**src/ooo_config.svh**
```systemverilog
`ifndef OOO_CONFIG_SVH
`define OOO_CONFIG_SVH

// architectural register file
`define OOO_NUM_REGS 8
`define OOO_REG_W    3     // log2 of OOO_NUM_REGS

// in-flight result names
`define OOO_NUM_TAGS 16
`define OOO_TAG_W    4     // log2 of OOO_NUM_TAGS

// station entries, one per functional unit
`define OOO_NUM_RS   3
`define OOO_RS_W     2

`define OOO_DATA_W   16    // operand and result width
`define OOO_MUL_LAT  3     // cycles from mul accept to held result

`endif
```
**src/isa_pkg.sv**
```systemverilog
`include "ooo_config.svh"

package isa_pkg;

  // architectural register number
  typedef logic [`OOO_REG_W-1:0] reg_idx_t;

  // operand or result word, all arithmetic wraps
  typedef logic [`OOO_DATA_W-1:0] data_t;

  // integer operations of the core
  typedef enum logic [2:0] {
    OP_ADD = 3'd0,
    OP_SUB = 3'd1,
    OP_AND = 3'd2,
    OP_XOR = 3'd3,
    OP_MUL = 3'd4   // low half of the product
  } op_t;

  // one-cycle ALU result for the four ALU ops
  function automatic data_t alu_result(op_t op, data_t a, data_t b);
    case (op)
      OP_ADD:  return a + b;
      OP_SUB:  return a - b;
      OP_AND:  return a & b;
      OP_XOR:  return a ^ b;
      default: return '0;    // mul never reaches an ALU
    endcase
  endfunction

endpackage

```
**src/rs_pkg.sv**
```systemverilog
`include "ooo_config.svh"

package rs_pkg;

  // name of an in-flight result
  typedef logic [`OOO_TAG_W-1:0] tag_t;

  // station entry or unit number
  typedef logic [`OOO_RS_W-1:0] rs_idx_t;

  typedef enum logic {
    FU_ALU = 1'b0,
    FU_MUL = 1'b1
  } fu_kind_t;

  typedef enum logic [1:0] {
    MUL_IDLE = 2'd0,
    MUL_BUSY = 2'd1,
    MUL_DONE = 2'd2   // result held until it wins the CDB
  } mul_state_t;

  // entries 0..N-2 feed ALUs, the last one feeds the multiplier
  function automatic fu_kind_t unit_kind(rs_idx_t idx);
    return (idx == rs_idx_t'(`OOO_NUM_RS - 1)) ? FU_MUL : FU_ALU;
  endfunction

  // kind of unit an op needs
  function automatic fu_kind_t op_kind(isa_pkg::op_t op);
    return (op == isa_pkg::OP_MUL) ? FU_MUL : FU_ALU;
  endfunction

endpackage

```
**src/issue_if.sv**
```systemverilog
`timescale 1ns/1ps
`include "ooo_config.svh"

interface issue_if;
  import isa_pkg::*;
  import rs_pkg::*;

  // one lane per unit, lane index == entry index
  logic [`OOO_NUM_RS-1:0] issue_req;    // entry holds both operands
  logic [`OOO_NUM_RS-1:0] issue_ack;    // unit can take it this cycle
  op_t   issue_op  [`OOO_NUM_RS];
  tag_t  issue_tag [`OOO_NUM_RS];       // destination name
  data_t issue_a   [`OOO_NUM_RS];
  data_t issue_b   [`OOO_NUM_RS];

  modport station (
    output issue_req,
    output issue_op,
    output issue_tag,
    output issue_a,
    output issue_b,
    input  issue_ack
  );

  modport units (
    input  issue_req,
    input  issue_op,
    input  issue_tag,
    input  issue_a,
    input  issue_b,
    output issue_ack
  );

endinterface

```
**src/dispatch_if.sv**
```systemverilog
`timescale 1ns/1ps

interface dispatch_if;
  import isa_pkg::*;
  import rs_pkg::*;

  logic  dispatch_en;    // renamed instruction offered
  op_t   op;
  tag_t  dest_tag;       // name of the result
  logic  src1_ready;     // value valid, else wait on tag
  tag_t  src1_tag;
  data_t src1_value;
  logic  src2_ready;
  tag_t  src2_tag;
  data_t src2_value;
  logic  rs_hazard;      // no entry of this op's kind can take it

  modport producer (
    output dispatch_en, op, dest_tag,
    output src1_ready, src1_tag, src1_value,
    output src2_ready, src2_tag, src2_value,
    input  rs_hazard
  );

  modport station (
    input  dispatch_en, op, dest_tag,
    input  src1_ready, src1_tag, src1_value,
    input  src2_ready, src2_tag, src2_value,
    output rs_hazard
  );

endinterface

```
**src/ooo_core_top.sv**
```systemverilog
`timescale 1ns/1ps

module ooo_core_top (
  input  logic              clock,
  input  logic              reset,
  input  logic              inst_valid,
  input  isa_pkg::op_t      inst_op,
  input  isa_pkg::reg_idx_t inst_dest,
  input  isa_pkg::reg_idx_t inst_src1,
  input  isa_pkg::reg_idx_t inst_src2,
  output logic              inst_stall,
  output rs_pkg::tag_t      inst_tag,
  output logic              cdb_valid,
  output rs_pkg::tag_t      cdb_tag,
  output isa_pkg::data_t    cdb_value
);

  dispatch_if dsp ();   // rename to station
  issue_if    iss ();   // station to units

  rename_dispatch u_rename (
    .clock      (clock),
    .reset      (reset),
    .inst_valid (inst_valid),
    .inst_op    (inst_op),
    .inst_dest  (inst_dest),
    .inst_src1  (inst_src1),
    .inst_src2  (inst_src2),
    .inst_stall (inst_stall),
    .inst_tag   (inst_tag),
    .cdb_valid  (cdb_valid),    // frees tags, updates regs
    .cdb_tag    (cdb_tag),
    .cdb_value  (cdb_value),
    .dsp        (dsp.producer)
  );

  reservation_station u_rs (
    .clock     (clock),
    .reset     (reset),
    .dsp       (dsp.station),
    .iss       (iss.station),
    .cdb_valid (cdb_valid),     // operand wake-up
    .cdb_tag   (cdb_tag),
    .cdb_value (cdb_value)
  );

  exec_units u_exec (
    .clock     (clock),
    .reset     (reset),
    .iss       (iss.units),
    .cdb_valid (cdb_valid),     // single bus driver
    .cdb_tag   (cdb_tag),
    .cdb_value (cdb_value)
  );

endmodule

```
**src/exec_units.sv**
```systemverilog
`timescale 1ns/1ps
`include "ooo_config.svh"

module exec_units (
  input  logic            clock,
  input  logic            reset,
  issue_if.units          iss,
  output logic            cdb_valid,
  output rs_pkg::tag_t    cdb_tag,
  output isa_pkg::data_t  cdb_value
);
  import isa_pkg::*;
  import rs_pkg::*;

  localparam int NUM_ALU = `OOO_NUM_RS - 1;      // units 0..NUM_ALU-1
  localparam int MU      = `OOO_NUM_RS - 1;      // multiplier lane
  localparam int CNT_W   = $clog2(`OOO_MUL_LAT + 1);

  // ALU result holding registers
  logic [NUM_ALU-1:0] alu_full;
  tag_t               alu_tag [NUM_ALU];
  data_t              alu_val [NUM_ALU];
  logic [NUM_ALU-1:0] alu_grant;

  // multiplier, one op at a time
  mul_state_t         mul_state;
  logic [CNT_W-1:0]   mul_cnt;
  tag_t               mul_tag;
  data_t              mul_a, mul_b;
  data_t              mul_val;
  logic               mul_grant;

  // fixed priority, mul then alu0 then alu1
  always_comb begin
    mul_grant = 1'b0;
    alu_grant = '0;
    cdb_valid = 1'b0;
    cdb_tag   = mul_tag;
    cdb_value = mul_val;
    if (mul_state == MUL_DONE) begin
      mul_grant = 1'b1;
      cdb_valid = 1'b1;
    end
    for (int u = 0; u < NUM_ALU; u++) begin
      if (alu_full[u] && !cdb_valid) begin
        alu_grant[u] = 1'b1;
        cdb_valid    = 1'b1;
        cdb_tag      = alu_tag[u];
        cdb_value    = alu_val[u];
      end
    end
  end

  // a unit with an unsent result stalls, unless it drains this cycle
  always_comb begin
    for (int u = 0; u < NUM_ALU; u++) begin
      iss.issue_ack[u] = !alu_full[u] || alu_grant[u];
    end
    iss.issue_ack[MU] = (mul_state == MUL_IDLE) || mul_grant;
  end

  always_ff @(posedge clock) begin
    if (reset) begin
      alu_full  <= '0;
      mul_state <= MUL_IDLE;
    end else begin
      for (int u = 0; u < NUM_ALU; u++) begin
        if (iss.issue_req[u] && iss.issue_ack[u]) begin
          alu_full[u] <= 1'b1;                 // held one cycle after accept
          alu_tag[u]  <= iss.issue_tag[u];
          alu_val[u]  <= alu_result(iss.issue_op[u], iss.issue_a[u], iss.issue_b[u]);
        end else if (alu_grant[u]) begin
          alu_full[u] <= 1'b0;
        end
      end
      case (mul_state)
        MUL_BUSY: begin
          if (mul_cnt == '0) begin
            mul_state <= MUL_DONE;
            mul_val   <= mul_a * mul_b;        // keeps the low half
          end else begin
            mul_cnt <= mul_cnt - 1'b1;
          end
        end
        MUL_DONE: if (mul_grant) mul_state <= MUL_IDLE;
        default: ;
      endcase
      // accept in idle, or back to back as the old result leaves
      if (iss.issue_req[MU] && iss.issue_ack[MU]) begin
        mul_state <= MUL_BUSY;
        mul_cnt   <= CNT_W'(`OOO_MUL_LAT - 2);   // held OOO_MUL_LAT cycles after accept
        mul_tag   <= iss.issue_tag[MU];
        mul_a     <= iss.issue_a[MU];
        mul_b     <= iss.issue_b[MU];
      end
    end
  end

endmodule

```
**src/reservation_station.sv**
```systemverilog
`timescale 1ns/1ps
`include "ooo_config.svh"

module reservation_station (
  input  logic           clock,
  input  logic           reset,
  dispatch_if.station    dsp,
  issue_if.station       iss,
  input  logic           cdb_valid,
  input  rs_pkg::tag_t   cdb_tag,
  input  isa_pkg::data_t cdb_value
);
  import isa_pkg::*;
  import rs_pkg::*;

  localparam int N = `OOO_NUM_RS;

  // entry state, entry i is wired to unit i
  logic [N-1:0] busy;
  op_t          e_op   [N];
  tag_t         e_dest [N];
  logic [N-1:0] s1_rdy;
  tag_t         s1_tag [N];
  data_t        s1_val [N];
  logic [N-1:0] s2_rdy;
  tag_t         s2_tag [N];
  data_t        s2_val [N];

  logic [N-1:0] s1_cdb;       // src1 tag on the bus
  logic [N-1:0] s2_cdb;       // src2 matched on its own tag
  logic [N-1:0] issue_fire;   // leaves this cycle
  logic [N-1:0] entry_free;
  logic [N-1:0] entry_match;  // free and right kind
  rs_idx_t      dsp_idx;      // lowest matching entry
  logic         dsp_fire;

  always_comb begin
    for (int i = 0; i < N; i++) begin
      s1_cdb[i]      = busy[i] && !s1_rdy[i] && cdb_valid && s1_tag[i] == cdb_tag;
      s2_cdb[i]      = busy[i] && !s2_rdy[i] && cdb_valid && s2_tag[i] == cdb_tag;
      issue_fire[i]  = iss.issue_req[i] && iss.issue_ack[i];
      entry_free[i]  = !busy[i] || issue_fire[i];   // slot reusable at this edge
      entry_match[i] = entry_free[i] && unit_kind(rs_idx_t'(i)) == op_kind(dsp.op);
    end
  end

  // priority pick, lowest index
  always_comb begin
    dsp_idx = '0;
    for (int i = N - 1; i >= 0; i--) begin
      if (entry_match[i]) begin
        dsp_idx = rs_idx_t'(i);
      end
    end
  end

  assign dsp.rs_hazard = entry_match == '0;
  assign dsp_fire      = dsp.dispatch_en && !dsp.rs_hazard;

  // issue from registered readiness, the cycle after the last capture
  always_comb begin
    for (int i = 0; i < N; i++) begin
      iss.issue_req[i] = busy[i] && s1_rdy[i] && s2_rdy[i];
      iss.issue_op[i]  = e_op[i];
      iss.issue_tag[i] = e_dest[i];
      iss.issue_a[i]   = s1_val[i];
      iss.issue_b[i]   = s2_val[i];
    end
  end

  always_ff @(posedge clock) begin
    if (reset) begin
      busy   <= '0;
      s1_rdy <= '0;
      s2_rdy <= '0;
    end else begin
      for (int i = 0; i < N; i++) begin
        if (s1_cdb[i]) begin          // snoop the bus every cycle
          s1_rdy[i] <= 1'b1;
          s1_val[i] <= cdb_value;
        end
        if (s2_cdb[i]) begin
          s2_rdy[i] <= 1'b1;
          s2_val[i] <= cdb_value;
        end
        if (issue_fire[i]) begin
          busy[i] <= 1'b0;
        end
        // refill wins over the issue clear of the same entry
        if (dsp_fire && dsp_idx == rs_idx_t'(i)) begin
          busy[i]   <= 1'b1;
          e_op[i]   <= dsp.op;
          e_dest[i] <= dsp.dest_tag;
          s1_rdy[i] <= dsp.src1_ready;
          s1_tag[i] <= dsp.src1_tag;
          s1_val[i] <= dsp.src1_value;
          s2_rdy[i] <= dsp.src2_ready;
          s2_tag[i] <= dsp.src2_tag;
          s2_val[i] <= dsp.src2_value;
        end
      end
    end
  end

endmodule

```
**src/rename_dispatch.sv**
```systemverilog
`timescale 1ns/1ps
`include "ooo_config.svh"

module rename_dispatch (
  input  logic              clock,
  input  logic              reset,
  input  logic              inst_valid,
  input  isa_pkg::op_t      inst_op,
  input  isa_pkg::reg_idx_t inst_dest,
  input  isa_pkg::reg_idx_t inst_src1,
  input  isa_pkg::reg_idx_t inst_src2,
  output logic              inst_stall,
  output rs_pkg::tag_t      inst_tag,
  input  logic              cdb_valid,
  input  rs_pkg::tag_t      cdb_tag,
  input  isa_pkg::data_t    cdb_value,
  dispatch_if.producer      dsp
);
  import isa_pkg::*;
  import rs_pkg::*;

  // register status table
  data_t                    reg_value [`OOO_NUM_REGS];   // committed value
  logic [`OOO_NUM_REGS-1:0] reg_pend;                    // waiting on a writer
  tag_t                     reg_tag   [`OOO_NUM_REGS];   // latest writer's tag

  logic [`OOO_NUM_TAGS-1:0] tag_busy;   // tag in flight
  tag_t                     free_tag;
  logic                     tag_avail;
  logic                     accept;

  reg_idx_t src_reg [2];
  logic     src_rdy [2];
  tag_t     src_tag [2];
  data_t    src_val [2];

  // lowest free tag wins, scan from the top
  always_comb begin
    tag_avail = 1'b0;
    free_tag  = '0;
    for (int t = `OOO_NUM_TAGS - 1; t >= 0; t--) begin
      if (!tag_busy[t]) begin
        tag_avail = 1'b1;
        free_tag  = tag_t'(t);
      end
    end
  end

  // source lookup, value if known, else tag unless it is on the CDB now
  always_comb begin
    src_reg[0] = inst_src1;
    src_reg[1] = inst_src2;
    for (int s = 0; s < 2; s++) begin
      src_tag[s] = reg_tag[src_reg[s]];
      if (!reg_pend[src_reg[s]]) begin
        src_rdy[s] = 1'b1;
        src_val[s] = reg_value[src_reg[s]];
      end else if (cdb_valid && cdb_tag == src_tag[s]) begin
        src_rdy[s] = 1'b1;                 // same-cycle forward
        src_val[s] = cdb_value;
      end else begin
        src_rdy[s] = 1'b0;
        src_val[s] = '0;
      end
    end
  end

  assign inst_stall = !tag_avail || dsp.rs_hazard;
  assign inst_tag   = free_tag;
  assign accept     = inst_valid && !inst_stall;

  assign dsp.dispatch_en = inst_valid && tag_avail;   // station adds its own hazard
  assign dsp.op          = inst_op;
  assign dsp.dest_tag    = free_tag;
  assign dsp.src1_ready  = src_rdy[0];
  assign dsp.src1_tag    = src_tag[0];
  assign dsp.src1_value  = src_val[0];
  assign dsp.src2_ready  = src_rdy[1];
  assign dsp.src2_tag    = src_tag[1];
  assign dsp.src2_value  = src_val[1];

  always_ff @(posedge clock) begin
    if (reset) begin
      tag_busy <= '0;
      reg_pend <= '0;
      for (int r = 0; r < `OOO_NUM_REGS; r++) begin
        reg_value[r] <= data_t'(r);   // register i starts at i
      end
    end else begin
      if (cdb_valid) begin
        tag_busy[cdb_tag] <= 1'b0;    // name returns at broadcast
        for (int r = 0; r < `OOO_NUM_REGS; r++) begin
          // older writers lose, only the newest tag updates the reg
          if (reg_pend[r] && reg_tag[r] == cdb_tag) begin
            reg_value[r] <= cdb_value;
            reg_pend[r]  <= 1'b0;
          end
        end
      end
      if (accept) begin               // after the CDB so a new writer wins
        tag_busy[free_tag]  <= 1'b1;
        reg_pend[inst_dest] <= 1'b1;
        reg_tag[inst_dest]  <= free_tag;
      end
    end
  end

endmodule

```
**config.mk**
```make
export PLATFORM = sky130hd
export DESIGN_NAME = ooo_core_top
export DESIGN_NICKNAME = d
export VERILOG_FILES = /design/src/isa_pkg.sv /design/src/rs_pkg.sv /design/src/issue_if.sv /design/src/dispatch_if.sv /design/src/ooo_core_top.sv /design/src/exec_units.sv /design/src/reservation_station.sv /design/src/rename_dispatch.sv
export VERILOG_INCLUDE_DIRS = /design/src
export SDC_FILE = /design/constraint.sdc
export NUM_CORES = 1
export LEC_CHECK = 0
export BUFFER_PORTS_ARGS = -buffer_cell sky130_fd_sc_hd__buf_2
export CAP_MARGIN = 40
export CORE_MARGIN = 4
export CORE_UTILIZATION = 55
export DETAILED_ROUTE_END_ITERATION = 7
export PLACE_DENSITY_LB_ADDON = 0.1
export SYNTH_ARGS = -nofsm -noshare
export SYNTH_HDL_FRONTEND = slang
export SYNTH_SLANG_ARGS = --single-unit
```
**constraint.sdc**
```tcl
create_clock -name clock -period 7.15 [get_ports clock]
set_clock_uncertainty 0.15 [all_clocks]
set_input_delay 0.3575 -clock clock [delete_from_list [all_inputs] [get_ports clock]]
set_output_delay 0.3575 -clock clock [all_outputs]
set_load 0.01 [all_outputs]
```
=== Word level (Yosys, flattened, before mapping) ===
Memory sizes are Yosys's and may differ from the RTL's. A register that Yosys moved wholly into a read port is not among the register bits.
Cells that the tools add are included.

* Register bits after elaboration: 55
* Latch bits: 0
* Bits in writable memories: 341
* ROM bits: 0
* Input port bits: 15
* Output and inout bits: 26
* Word-level logic and storage cells: 424
* Memories: 10

{| class="wikitable"
|+ Memories
! memory !! words !! bits a word !! read ports !! clocked after Yosys merged registers in !! write ports !! line !! source
|-
| u_rename.reg_value || 8 || 16 || 2 || 0 || 8 || rename_dispatch.sv:23 || <nowiki>data_t reg_value [`OOO_NUM_REGS];</nowiki>
|-
| u_rs.s1_val || 3 || 16 || 3 || 1 || 3 || reservation_station.sv:24 || <nowiki>data_t s1_val [N];</nowiki>
|-
| u_rs.s2_val || 3 || 16 || 3 || 1 || 3 || reservation_station.sv:27 || <nowiki>data_t s2_val [N];</nowiki>
|-
| u_exec.alu_val || 2 || 16 || 2 || 0 || 2 || exec_units.sv:22 || <nowiki>data_t alu_val [NUM_ALU];</nowiki>
|-
| u_rename.reg_tag || 8 || 4 || 10 || 0 || 1 || rename_dispatch.sv:25 || <nowiki>tag_t reg_tag [`OOO_NUM_REGS];</nowiki>
|-
| u_rs.e_dest || 3 || 4 || 3 || 1 || 1 || reservation_station.sv:21 || <nowiki>tag_t e_dest [N];</nowiki>
|-
| +4 memories || -- || -- || -- || -- || -- || -- ||
|}

* Add/sub/neg operators: 5
* $mul: 1
* Div/mod/pow operators: 0
* Order comparisons: 8
* Equality and inequality tests: 32
* Shift-type cells: 0
* Muxes and demuxes: 219
* Bitwise logic cells: 24
* Reductions and logical operators: 108

{| class="wikitable"
|+ Operators by type and width
! cell !! number
|-
| 16-bit 2-to-1 mux || 27
|-
| 1-bit 2-to-1 mux || 140
|-
| 16-bit one-hot mux with 4 select lines || 2
|-
| 4-bit 2-to-1 mux || 24
|-
| 4-bit == test || 16
|-
| 1-bit logical AND || 51
|-
| 16-bit AND || 3
|-
| 16-bit adder || 2
|-
| 16-bit subtractor || 2
|-
| 16-bit bitwise XOR || 2
|-
| 2-bit 2-to-1 mux || 15
|-
| 2-bit nonzero test || 13
|-
| 8-bit 2-to-1 mux || 3
|-
| 4-bit OR reduction || 6
|-
| 1-bit logical NOT || 16
|-
| 16-bit by 16-bit multiplier with 16-bit output || 1
|-
| 16-bit inverter || 1
|-
| 16-bit OR || 1
|-
| 1-bit OR || 14
|-
| 3-bit by 2-bit == test with 1-bit output, second input constant || 4
|-
| 3-bit by 4-bit less-than comparator with 1-bit output, second input constant || 3
|-
| 3-bit AND reduction || 4
|-
| 4-bit by 5-bit less-than comparator with 1-bit output, second input constant || 2
|-
| 3-bit logical NOT || 3
|-
| 23 further kinds || 42
|}

=== Longest topological paths before layout ===
Gate-level depths: netlist of the first run.

* Depth in word-level cells: 25
* Mapped depth: 20
* Depth with buffers taken out: 19

=== Modules after synthesis ===
A second synthesis of the first run with hierarchy kept.

* Cell total of the unflattened synthesis: 2,283
* Area total of the unflattened synthesis: 26,914.6 sq um

{| class="wikitable"
|+ By module, submodules not included
! module !! instances !! cells an instance !! area each (sq um) !! sequential area each (sq um)
|-
| exec_units || 1 || 1,074 || 10,536.4 || 2,902.8
|-
| rename_dispatch || 1 || 802 || 10,094.7 || 5,285.1
|-
| reservation_station || 1 || 407 || 6,283.5 || 4,414.2
|}

=== Least setup slack after synthesis of the first run ===
No wires, ideal clock.

* Path type: register -> register
* Start point: register u_exec.mul_b[3], read port of u_rs.s2_val
* End point: register u_exec.mul_val[14] (data pin)
* Setup time: 258 ps
* Data arrival time: 5,073 ps
* Required time: 6,742 ps
* Path slack: 1,669 ps
* Cell stages (with the launch flop): 19
* Path buffers: 1
* Period minus slack after synthesis: 5,481 ps
* Cells stage by stage: edfxtp_1 -> clkbuf_1 -> and2_1 -> fa_1 -> fa_1 -> ha_1 -> fa_1 -> inv_1 -> fa_1 -> fa_1 -> inv_1 -> ha_1 -> and2_1 -> o31ai_1 -> o31ai_1 -> or4_1 -> a31o_2 -> a21oi_1 -> xnor2_1

* Longest elaborated chain between the ends: 1

{| class="wikitable"
|+ RTL lines
! element !! line !! source
|-
| from (decl) || exec_units.sv:29 || <nowiki>data_t mul_a, mul_b;</nowiki>
|-
| 16-bit by 16-bit multiplier with 16-bit output || exec_units.sv:80 || <nowiki>mul_val <= mul_a * mul_b;</nowiki>
|-
| to (signal assigned) || exec_units.sv:80 ||
|-
| to (decl) || exec_units.sv:30 || <nowiki>data_t mul_val;</nowiki>
|}

No other way between the ends.
A chain may end at the register's enable or synchronous reset.

=== Worst setup path after layout of the first run ===
* Start point: register u_exec.mul_b[1], read port of u_rs.s2_val
* End point: register u_exec.mul_val[14] (data pin)

The elaborated chain is that of the path after synthesis.

==> results of run 1 <==
-- kinds of logic after synthesis --
| logic type | Yosys count | synth area share [%] |
|---|---|---|
| multiplexers | 164 | 10.2 |
| XOR/XNOR | 150 | 4.95 |
| adder cells (fa/ha/maj) | 196 | 11.6 |
| AO/OA/AOI/OAI | 360 | 8.43 |
| AND/OR/NAND/NOR | 728 | 13.1 |
| flip-flops | 429 | 47.1 |
| buffers and inverters | 298 | 4.65 |
-- Yosys cell counts (all sizes together), types with 5 or more instances --
master and number:
inv 169, o211ai 6, a21oi 70, a21o 21
a211oi 25, nor4 10, and2 85, o21ai 149
fa 82, nand3b 6, nand2 241, a31o 8
nor2b 6, or3 5, o31ai 13, nor3 84
xor2 62, or2 7, xnor2 88, mux4 84
clkbuf 77, o21a 8, nand4 15, dfxtp 37
nand3 54, ha 114, nor2 165, edfxtp 392
a31oi 10, a21boi 9, mux2 12, nor3b 7
o22ai 13, nand2b 24, buf 50, mux2i 68
-- layout make-up --
class	count	area (um^2)
Multi-Input combinational cell	1598	12800
Clock buffer	59	1240
Sequential cell	429	12500
Inverter	171	642
Timing Repair Buffer	113	907
Tap cell	615	769
Fill cell	3823	18600
Clock inverter	30	211
-- power groups by stage --
stage | Clock, mW | Sequential (mW) | Combinational, mW
2_1_floorplan | 0 | 2.86 | 0.351
3_5_place_dp | 0 | 2.88 | 0.500
6_report | 2.29 | 2.83 | 0.509
5_1_grt | 2.44 | 2.83 | 0.549
4_1_cts | 2.33 | 2.83 | 0.505
3_3_place_gp | 0 | 2.87 | 0.480
-- per-stage QoR --
step / instance area [um^2] / power (mW)
3_3_place_gp: 27300 / 3.36
5_1_grt: 29100 / 5.82
3_5_place_dp: 27600 / 3.38
2_1_floorplan: 26600 / 3.21
6_report: 29100 / 5.63
4_1_cts: 29100 / 5.66
-- worst register-to-register path: stages (launching register included) --
cell and delay, ns:
edfxtp_1 0.61, and2_1 0.29, fa_1 0.50, fa_1 0.50, ha_1 0.21, fa_1 0.47
inv_1 0.05, fa_1 0.49, fa_1 0.49, inv_1 0.04, ha_1 0.35, and2_1 0.17
o31ai_1 0.23, o31ai_1 0.12, or4_1 0.44, a31o_2 0.25, a21oi_1 0.16, xnor2_1 0.08
-- how the worst max path moves through the flow --
| stage | from | to | slack [ns] | cells past startpoint |
|---|---|---|---|---|
| 2_1_floorplan | u_exec.mul_b[3] | u_exec.mul_val[14] | 1.67 | 18 |
| 3_3_place_gp | u_exec.mul_b[1] | u_exec.mul_val[14] | 1.40 | 17 |
| 3_5_place_dp | u_exec.mul_b[1] | u_exec.mul_val[14] | 1.29 | 17 |
| 4_1_cts | u_exec.mul_b[1] | u_exec.mul_val[14] | 1.29 | 17 |
| 5_1_grt | u_exec.mul_b[1] | u_exec.mul_val[14] | 1.06 | 19 |
| 6_report | u_exec.mul_b[1] | u_exec.mul_val[14] | 1.29 | 17 |
-- per-layer routing --
layer | wire [um] | part of all wire, %
met1 | 29800 | 43
met2 | 33200 | 47
met3 | 4810 | 6.9
met4 | 2150 | 3.1
met5 | 0 | 0
-- state kept, by name, indices dropped and copies added (netlist names), 12 cells and up --
name and flops:
u_rename.reg_tag 32, u_rename.reg_value 128, u_exec.mul_b 16, u_rs.e_dest 12
u_exec.mul_a 16, u_rs.s1_val 48, u_exec.mul_val 16, u_rename.tag_busy 16
u_rs.s2_val 48, u_exec.alu_val 32, u_rs.s1_tag 12, u_rs.s2_tag 12
-- repair_timing --
item | CTS | global route
endpoints found under the setup margin | 0 | 0
hold buffers | 5 | 0
endpoints found under the hold margin | 7 | 0
==> qor.yml, run 1 <==
status: "finished clean"
reg2regPathDepth: 17
avgSynthCellArea_um2: 11.4
numCtsBuffers: 48
cts.sinks: 429
drt_pass1_iterations: 6
clkTransAtPathRegs_ns: 0.06
first_global_vias: 18400
place_congestion: 0.920
yosysUniqueCellTypes: 75
use_met3_pct: 2.92
path_buf_inv: 2
grtUsageTotal_pct: 26.8
crit_chain: "and2_1, fa_1, fa_1, ha_1, fa_1, inv_1, fa_1, fa_1, inv_1, ha_1, and2_1, o31ai_1, o31ai_1, or4_1, a31o_2, a21oi_1, xnor2_1"
busiest_layer: "met2"
clockBufferDepth: 3
grt_setup_unrepaired: "no"
maxCapViolCount: 0
cpMaxStageDelayCell: "edfxtp_1"
wl_per_cell_um: 23.2
initial_utilization_pct: 55.6
io_pins: 41
pre_cts_ws_ns: 1.29
path_class: "reg2reg"
use_met2_pct: 43.9
hold_class: "in2reg"
ys_warn_count: 0
syn-instance-count: 2325
syn_area_mm2: 0.0266
setup_ws_ns: 1.29
met1_usage_pct: 38.1
async_flop_share_pct: 0
synth_top_area_share_pct: 44.3
syn-num-nets: 2536
rrSetupSlack_ns: 1.29
combPwrFrac_pct: 9.0
tightest_slew_ns: 0.903
clk_latency_ns: 0.60
instances_no_fill: 3015
fmax_ghz: 0.171
grt_max_degree: 83
vias: 18300
yosysSeqAreaShare_pct: 47.1
power.share.switching_pct: 24.7
critical_path_required_ns: 7.32
die-area_mm2: 0.0519
final_hold_viol_count: 0
dp.cells: 2921
ys.flop_type: "edfxtp_1"
p_clk_share_pct: 40.7
final_common_cell: "edfxtp_1"
crit_arrival_ns: 6.04
p_seq_share_pct: 50.2
drtAntennaViolNets: 0
p_sw_mw: 1.39
netlist_top_cells_area: "edfxtp_1, mux4_2, fa_1"
period_needed_ns: 5.86
vdd_ir_drop_max_mv: 0.211
cts_resized: 0
drive_gt1_share_pct: 13.3
final_nets: 2572
drtIter0Drc: 1813
core_region_area_mm2: 0.0477
timing.final.crit_share_pct: 82.0
drc: 0
post_cts_buffers: 0
power.density_mw_per_mm2: 193
cts_tree: "done"
yosys.area.top_type: "edfxtp_1"
slew_headroom_pct: 39.8
port_buffers: 40
antenna_found_initial: 0
setup_tns_ns: 0
cpLargestDelayFamily: "adder cells"
grt.overflow.total: 0
root_buffer: "clkbuf_16"
routed_wl_um: 69900
synthToLayoutAreaGrowth_pct: 9.64
hold_ws_ns: 0.0396
r2r_start: "u_exec.mul_b[1]"
cpMostUsedCell: "fa_1"
holdPathEnd: "u_rename.reg_pend[6]"
diodes: 0
min_from: "inst_dest[0]"
via_per_inst: 6.07
p_int_mw: 4.24
synth_edf_count: 392
critical-path-max-stage-delay_ns: 0.61
cts_max_level: 2
row_count: 80
ys_seq_elements: 429
die_h_um: 228
p_leak_nw: 11.0
dieWidth_um: 228
grt_pass1_wl_um: 109000
final_cell_mix: "edfxtp_1, nand2_1, inv_1"
end_kind: "register"
whs_path_depth: 4
r2r_end: "u_exec.mul_val[14]"
drv_slew: 0
setup_violations: 0
critPathLaunchType: "register"
crit_fanout: 15
hpwlAfterDp_um: 50500
fin_util_pct: 61.0
(Power assumes the default switching activity.)
==> run 2: changes to the inputs <==
ABC_AREA = 1   (was default)
clock period = 5.9 ns   (was 7.15 ns; I/O delays follow)
==> run 2 against run 1 <==
Effect of this change: global-route usage up 3.0 points; register-to-register slack worse by 1.0 ns; via count up 18%; clock power up 40%; total power up 30%; largest cell class is now registers; highest routed layer unchanged.
==> qor.yml, run 2 <==
status: "finished clean"
drtIter0Drc: 2276  # +26%
port_buffers: 40  # unchanged
cts.sinks: 429  # unchanged
cts_max_level: 2  # unchanged
hpwlAfterDp_um: 57900  # +15%
fin_util_pct: 61.2  # +0.20 points
cpMaxStageDelayCell: "edfxtp_1"
syn-instance-count: 3035  # +31%
antenna_found_initial: 0  # unchanged
crit_chain: "nand2_1, inv_1, fa_1, fa_1, ha_1, fa_1, inv_1, fa_1, fa_1, inv_1, ha_1, a21o_1, a21oi_1, o21ai_0, a21boi_0, o21bai_1, a21oi_1, inv_1, nand2_1, nand2_1"
syn_area_mm2: 0.0271  # +2.1%
vdd_ir_drop_max_mv: 0.358  # +70%
drive_gt1_share_pct: 9.36  # -3.9 points
clkTransAtPathRegs_ns: 0.07  # about the same
clk_latency_ns: 0.61  # about the same
grt_max_degree: 103  # +24%
crit_fanout: 13  # -2
critical_path_required_ns: 6.11  # -1.21 ns
grt_pass1_wl_um: 122000  # +12%
fmax_ghz: 0.178  # +4.5%
routed_wl_um: 79600  # +14%
hold_class: "in2reg"
yosysMostFrequentCell: "nand2_1"
path_buf_inv: 4  # +2
die-area_mm2: 0.0529  # +2.0%
power.density_mw_per_mm2: 245  # +27%
final_nets: 3271  # +27%
path_class: "reg2reg"
yosysSeqAreaShare_pct: 46.1  # -0.97 points
avgSynthCellArea_um2: 8.93  # -22%
final_cell_mix: "nand2_1, inv_1, edfxtp_1"
critPathLaunchType: "register"
synthToLayoutAreaGrowth_pct: 10.2
drc: 0  # unchanged
row_count: 81  # +1.3%
p_sw_mw: 1.82  # +30%
p_leak_nw: 12.8  # +17%
vias: 21700  # +18%
clockBufferDepth: 3  # unchanged
p_clk_share_pct: 43.8  # +3.1 points
die_h_um: 230  # +1.0%
synth_top_area_share_pct: 43.4  # -0.91 points
p_seq_share_pct: 46.7  # -3.5 points
end_kind: "register"
setup_violations: 0  # unchanged
cpMostUsedCell: "fa_1"
final_common_cell: "nand2_1"
grt.overflow.total: 0  # unchanged
largest_reg_flops: 128  # unchanged
cts_tree: "done"
drv_slew: 0  # unchanged
slew_headroom_pct: 34.7  # -5.1 points
root_buffer: "clkbuf_16"
numCtsBuffers: 48  # unchanged
wl_per_cell_um: 21.1  # -8.8%
crit_arrival_ns: 5.82  # -0.22 ns
yosysUniqueCellTypes: 50  # -33%
synth_edf_count: 392  # unchanged
async_flop_share_pct: 0  # unchanged
grt_setup_unrepaired: "no"
grtUsageTotal_pct: 29.8  # +3.0 points
cpLargestDelayFamily: "adder cells"
first_global_vias: 20900  # +14%
yosys.area.top_type: "edfxtp_1"
tightest_slew_ns: 0.979  # +0.0764 ns
combPwrFrac_pct: 9.4  # +0.4 points
ys_seq_elements: 429  # unchanged
syn-num-nets: 3246  # +28%
maxCapViolCount: 0  # unchanged
dieWidth_um: 230  # +1.0%
via_per_inst: 5.76  # -5.1%
netlist_top_cells_area: "edfxtp_1, nand2_1, fa_1"
place_congestion: 0.908  # -1.3%
ys_warn_count: 0  # unchanged
setup_tns_ns: 0  # unchanged
critical-path-max-stage-delay_ns: 0.63  # +0.02 ns
core_region_area_mm2: 0.0488  # +2.3%
drt_pass1_iterations: 6  # unchanged
timing.final.crit_share_pct: 95.1  # +13 points
synth_common_cells: "nand2_1, inv_1, edfxtp_1, o21ai_0, nor2_1"
largest_register: "u_rename.reg_value"
io_pins: 41  # unchanged
initial_utilization_pct: 55.5  # -0.12 points
period_needed_ns: 5.61  # -0.250 ns
power.share.switching_pct: 24.8  # +0.099 points
biggestRegsByFlops: "u_rename.reg_value: 128 flops, u_rs.s1_val: 48 flops, u_rs.s2_val: 48 flops"
ys.flop_type: "edfxtp_1"
p_int_mw: 5.50  # +30%
cts_resized: 0  # unchanged
drtAntennaViolNets: 0  # unchanged
final_hold_viol_count: 0  # unchanged
run 2: changes by cell type in the layout (fill, tap and decap cells not counted), sizes merged, moves of 29 or more:
| cell | before | now |
|---|---|---|
| a22oi | 0 | 29 |
| o21ai | 149 | 313 |
| nand3 | 54 | 184 |
| inv | 171 | 435 |
| mux4 | 84 | 0 |
| nor3 | 84 | 32 |
| mux2i | 68 | 0 |
| o211ai | 6 | 75 |
| a21oi | 70 | 185 |
| xnor2 | 88 | 44 |
| and2 | 85 | 0 |
| nor2 | 165 | 214 |
| nand2 | 241 | 606 |
run 2: kinds of logic after synthesis:
family          after synthesis  share of synthesized area (%)
simple gates               1085                           17.2
fa+ha+maj                   196                           11.3
xor+xnor                    105                           3.39
buf+inv                     584                           8.57
flops                       429                           46.1
compound gates              636                           13.4
run 2: final timing paths:
check	to	slack (ns)	startpoint	cells after the start
setup / recovery	u_exec.mul_val[15]	0.29	u_exec.mul_a[3]	20
hold / removal	u_rs.busy[1]	0.04	inst_valid	5
setup reg to reg	u_exec.mul_val[15]	0.29	u_exec.mul_a[3]	20
hold reg to reg	u_exec.mul_a[14]	0.27	u_rs.s1_val[2][14]	0
run 2: final cells by class:
type                    count  area, um^2
repair buffers            112         867
clock inverters            32         422
diodes                      1        2.50
multi-input cells        2022       12300
fillers                  4170       19000
flip-flops and latches    429       12500
well taps                 664         831
inverters                 447        1680
clock buffers              56        1250
run 2: power groups by stage:
stage	logic [mW]	registers, mW	clock network, mW
CTS	0.678	3.42	3.24
finish	0.691	3.42	3.21
global placement	0.646	3.48	0
floorplan	0.458	3.47	0
detailed placement	0.672	3.48	0
global route	0.761	3.42	3.37
run 2: tightest hold or removal path, delay by kind of cell:
| kind | cells | cell delay [ns] |
|---|---|---|
| AOI/OAI and AO/OA | 1 | 0.08 |
| buffers and inverters | 2 | 0.20 |
| and+or+nand+nor | 2 | 0.17 |
run 2: through the flow:
| stage | total power [mW] | worst slack [ns] | cells | area (um^2) | hold slack, ns |
|---|---|---|---|---|---|
| 6_report | 7.32 | 0.286 | 3763 | 29900 | 0.0393 |
| 5_1_grt | 7.55 | 0.00381 | 3762 | 29900 | 0.0812 |
| 4_1_cts | 7.33 | 0.188 | 3758 | 29900 | 0.0273 |
| 3_5_place_dp | 4.15 | 0.175 | 3664 | 28100 | 0.255 |
| 3_3_place_gp | 4.12 | 0.271 | 3651 | 27900 | 0.252 |
| 2_1_floorplan | 3.93 | 0.565 | 3035 | 27100 | 0.244 |
run 2: layer usage:
layer | routed length (um) | GRT usage [%] | share of wire [%] | vias to the layer above
met1 | 31200 | 38.4 | 39 | 10300
met2 | 38700 | 50.8 | 49 | 919
met5 | 0 | 0 | 0 | -
li1 | - | - | - | 10200
met3 | 5780 | 3.98 | 7.3 | 189
met4 | 3880 | 13.0 | 4.9 | 0
run 2: what timing repair did:
action	in CTS	in global routing
buffers inserted	0	4
endpoints found under the hold margin	7	0
endpoints found under the setup margin	0	2
hold buffers	6	0
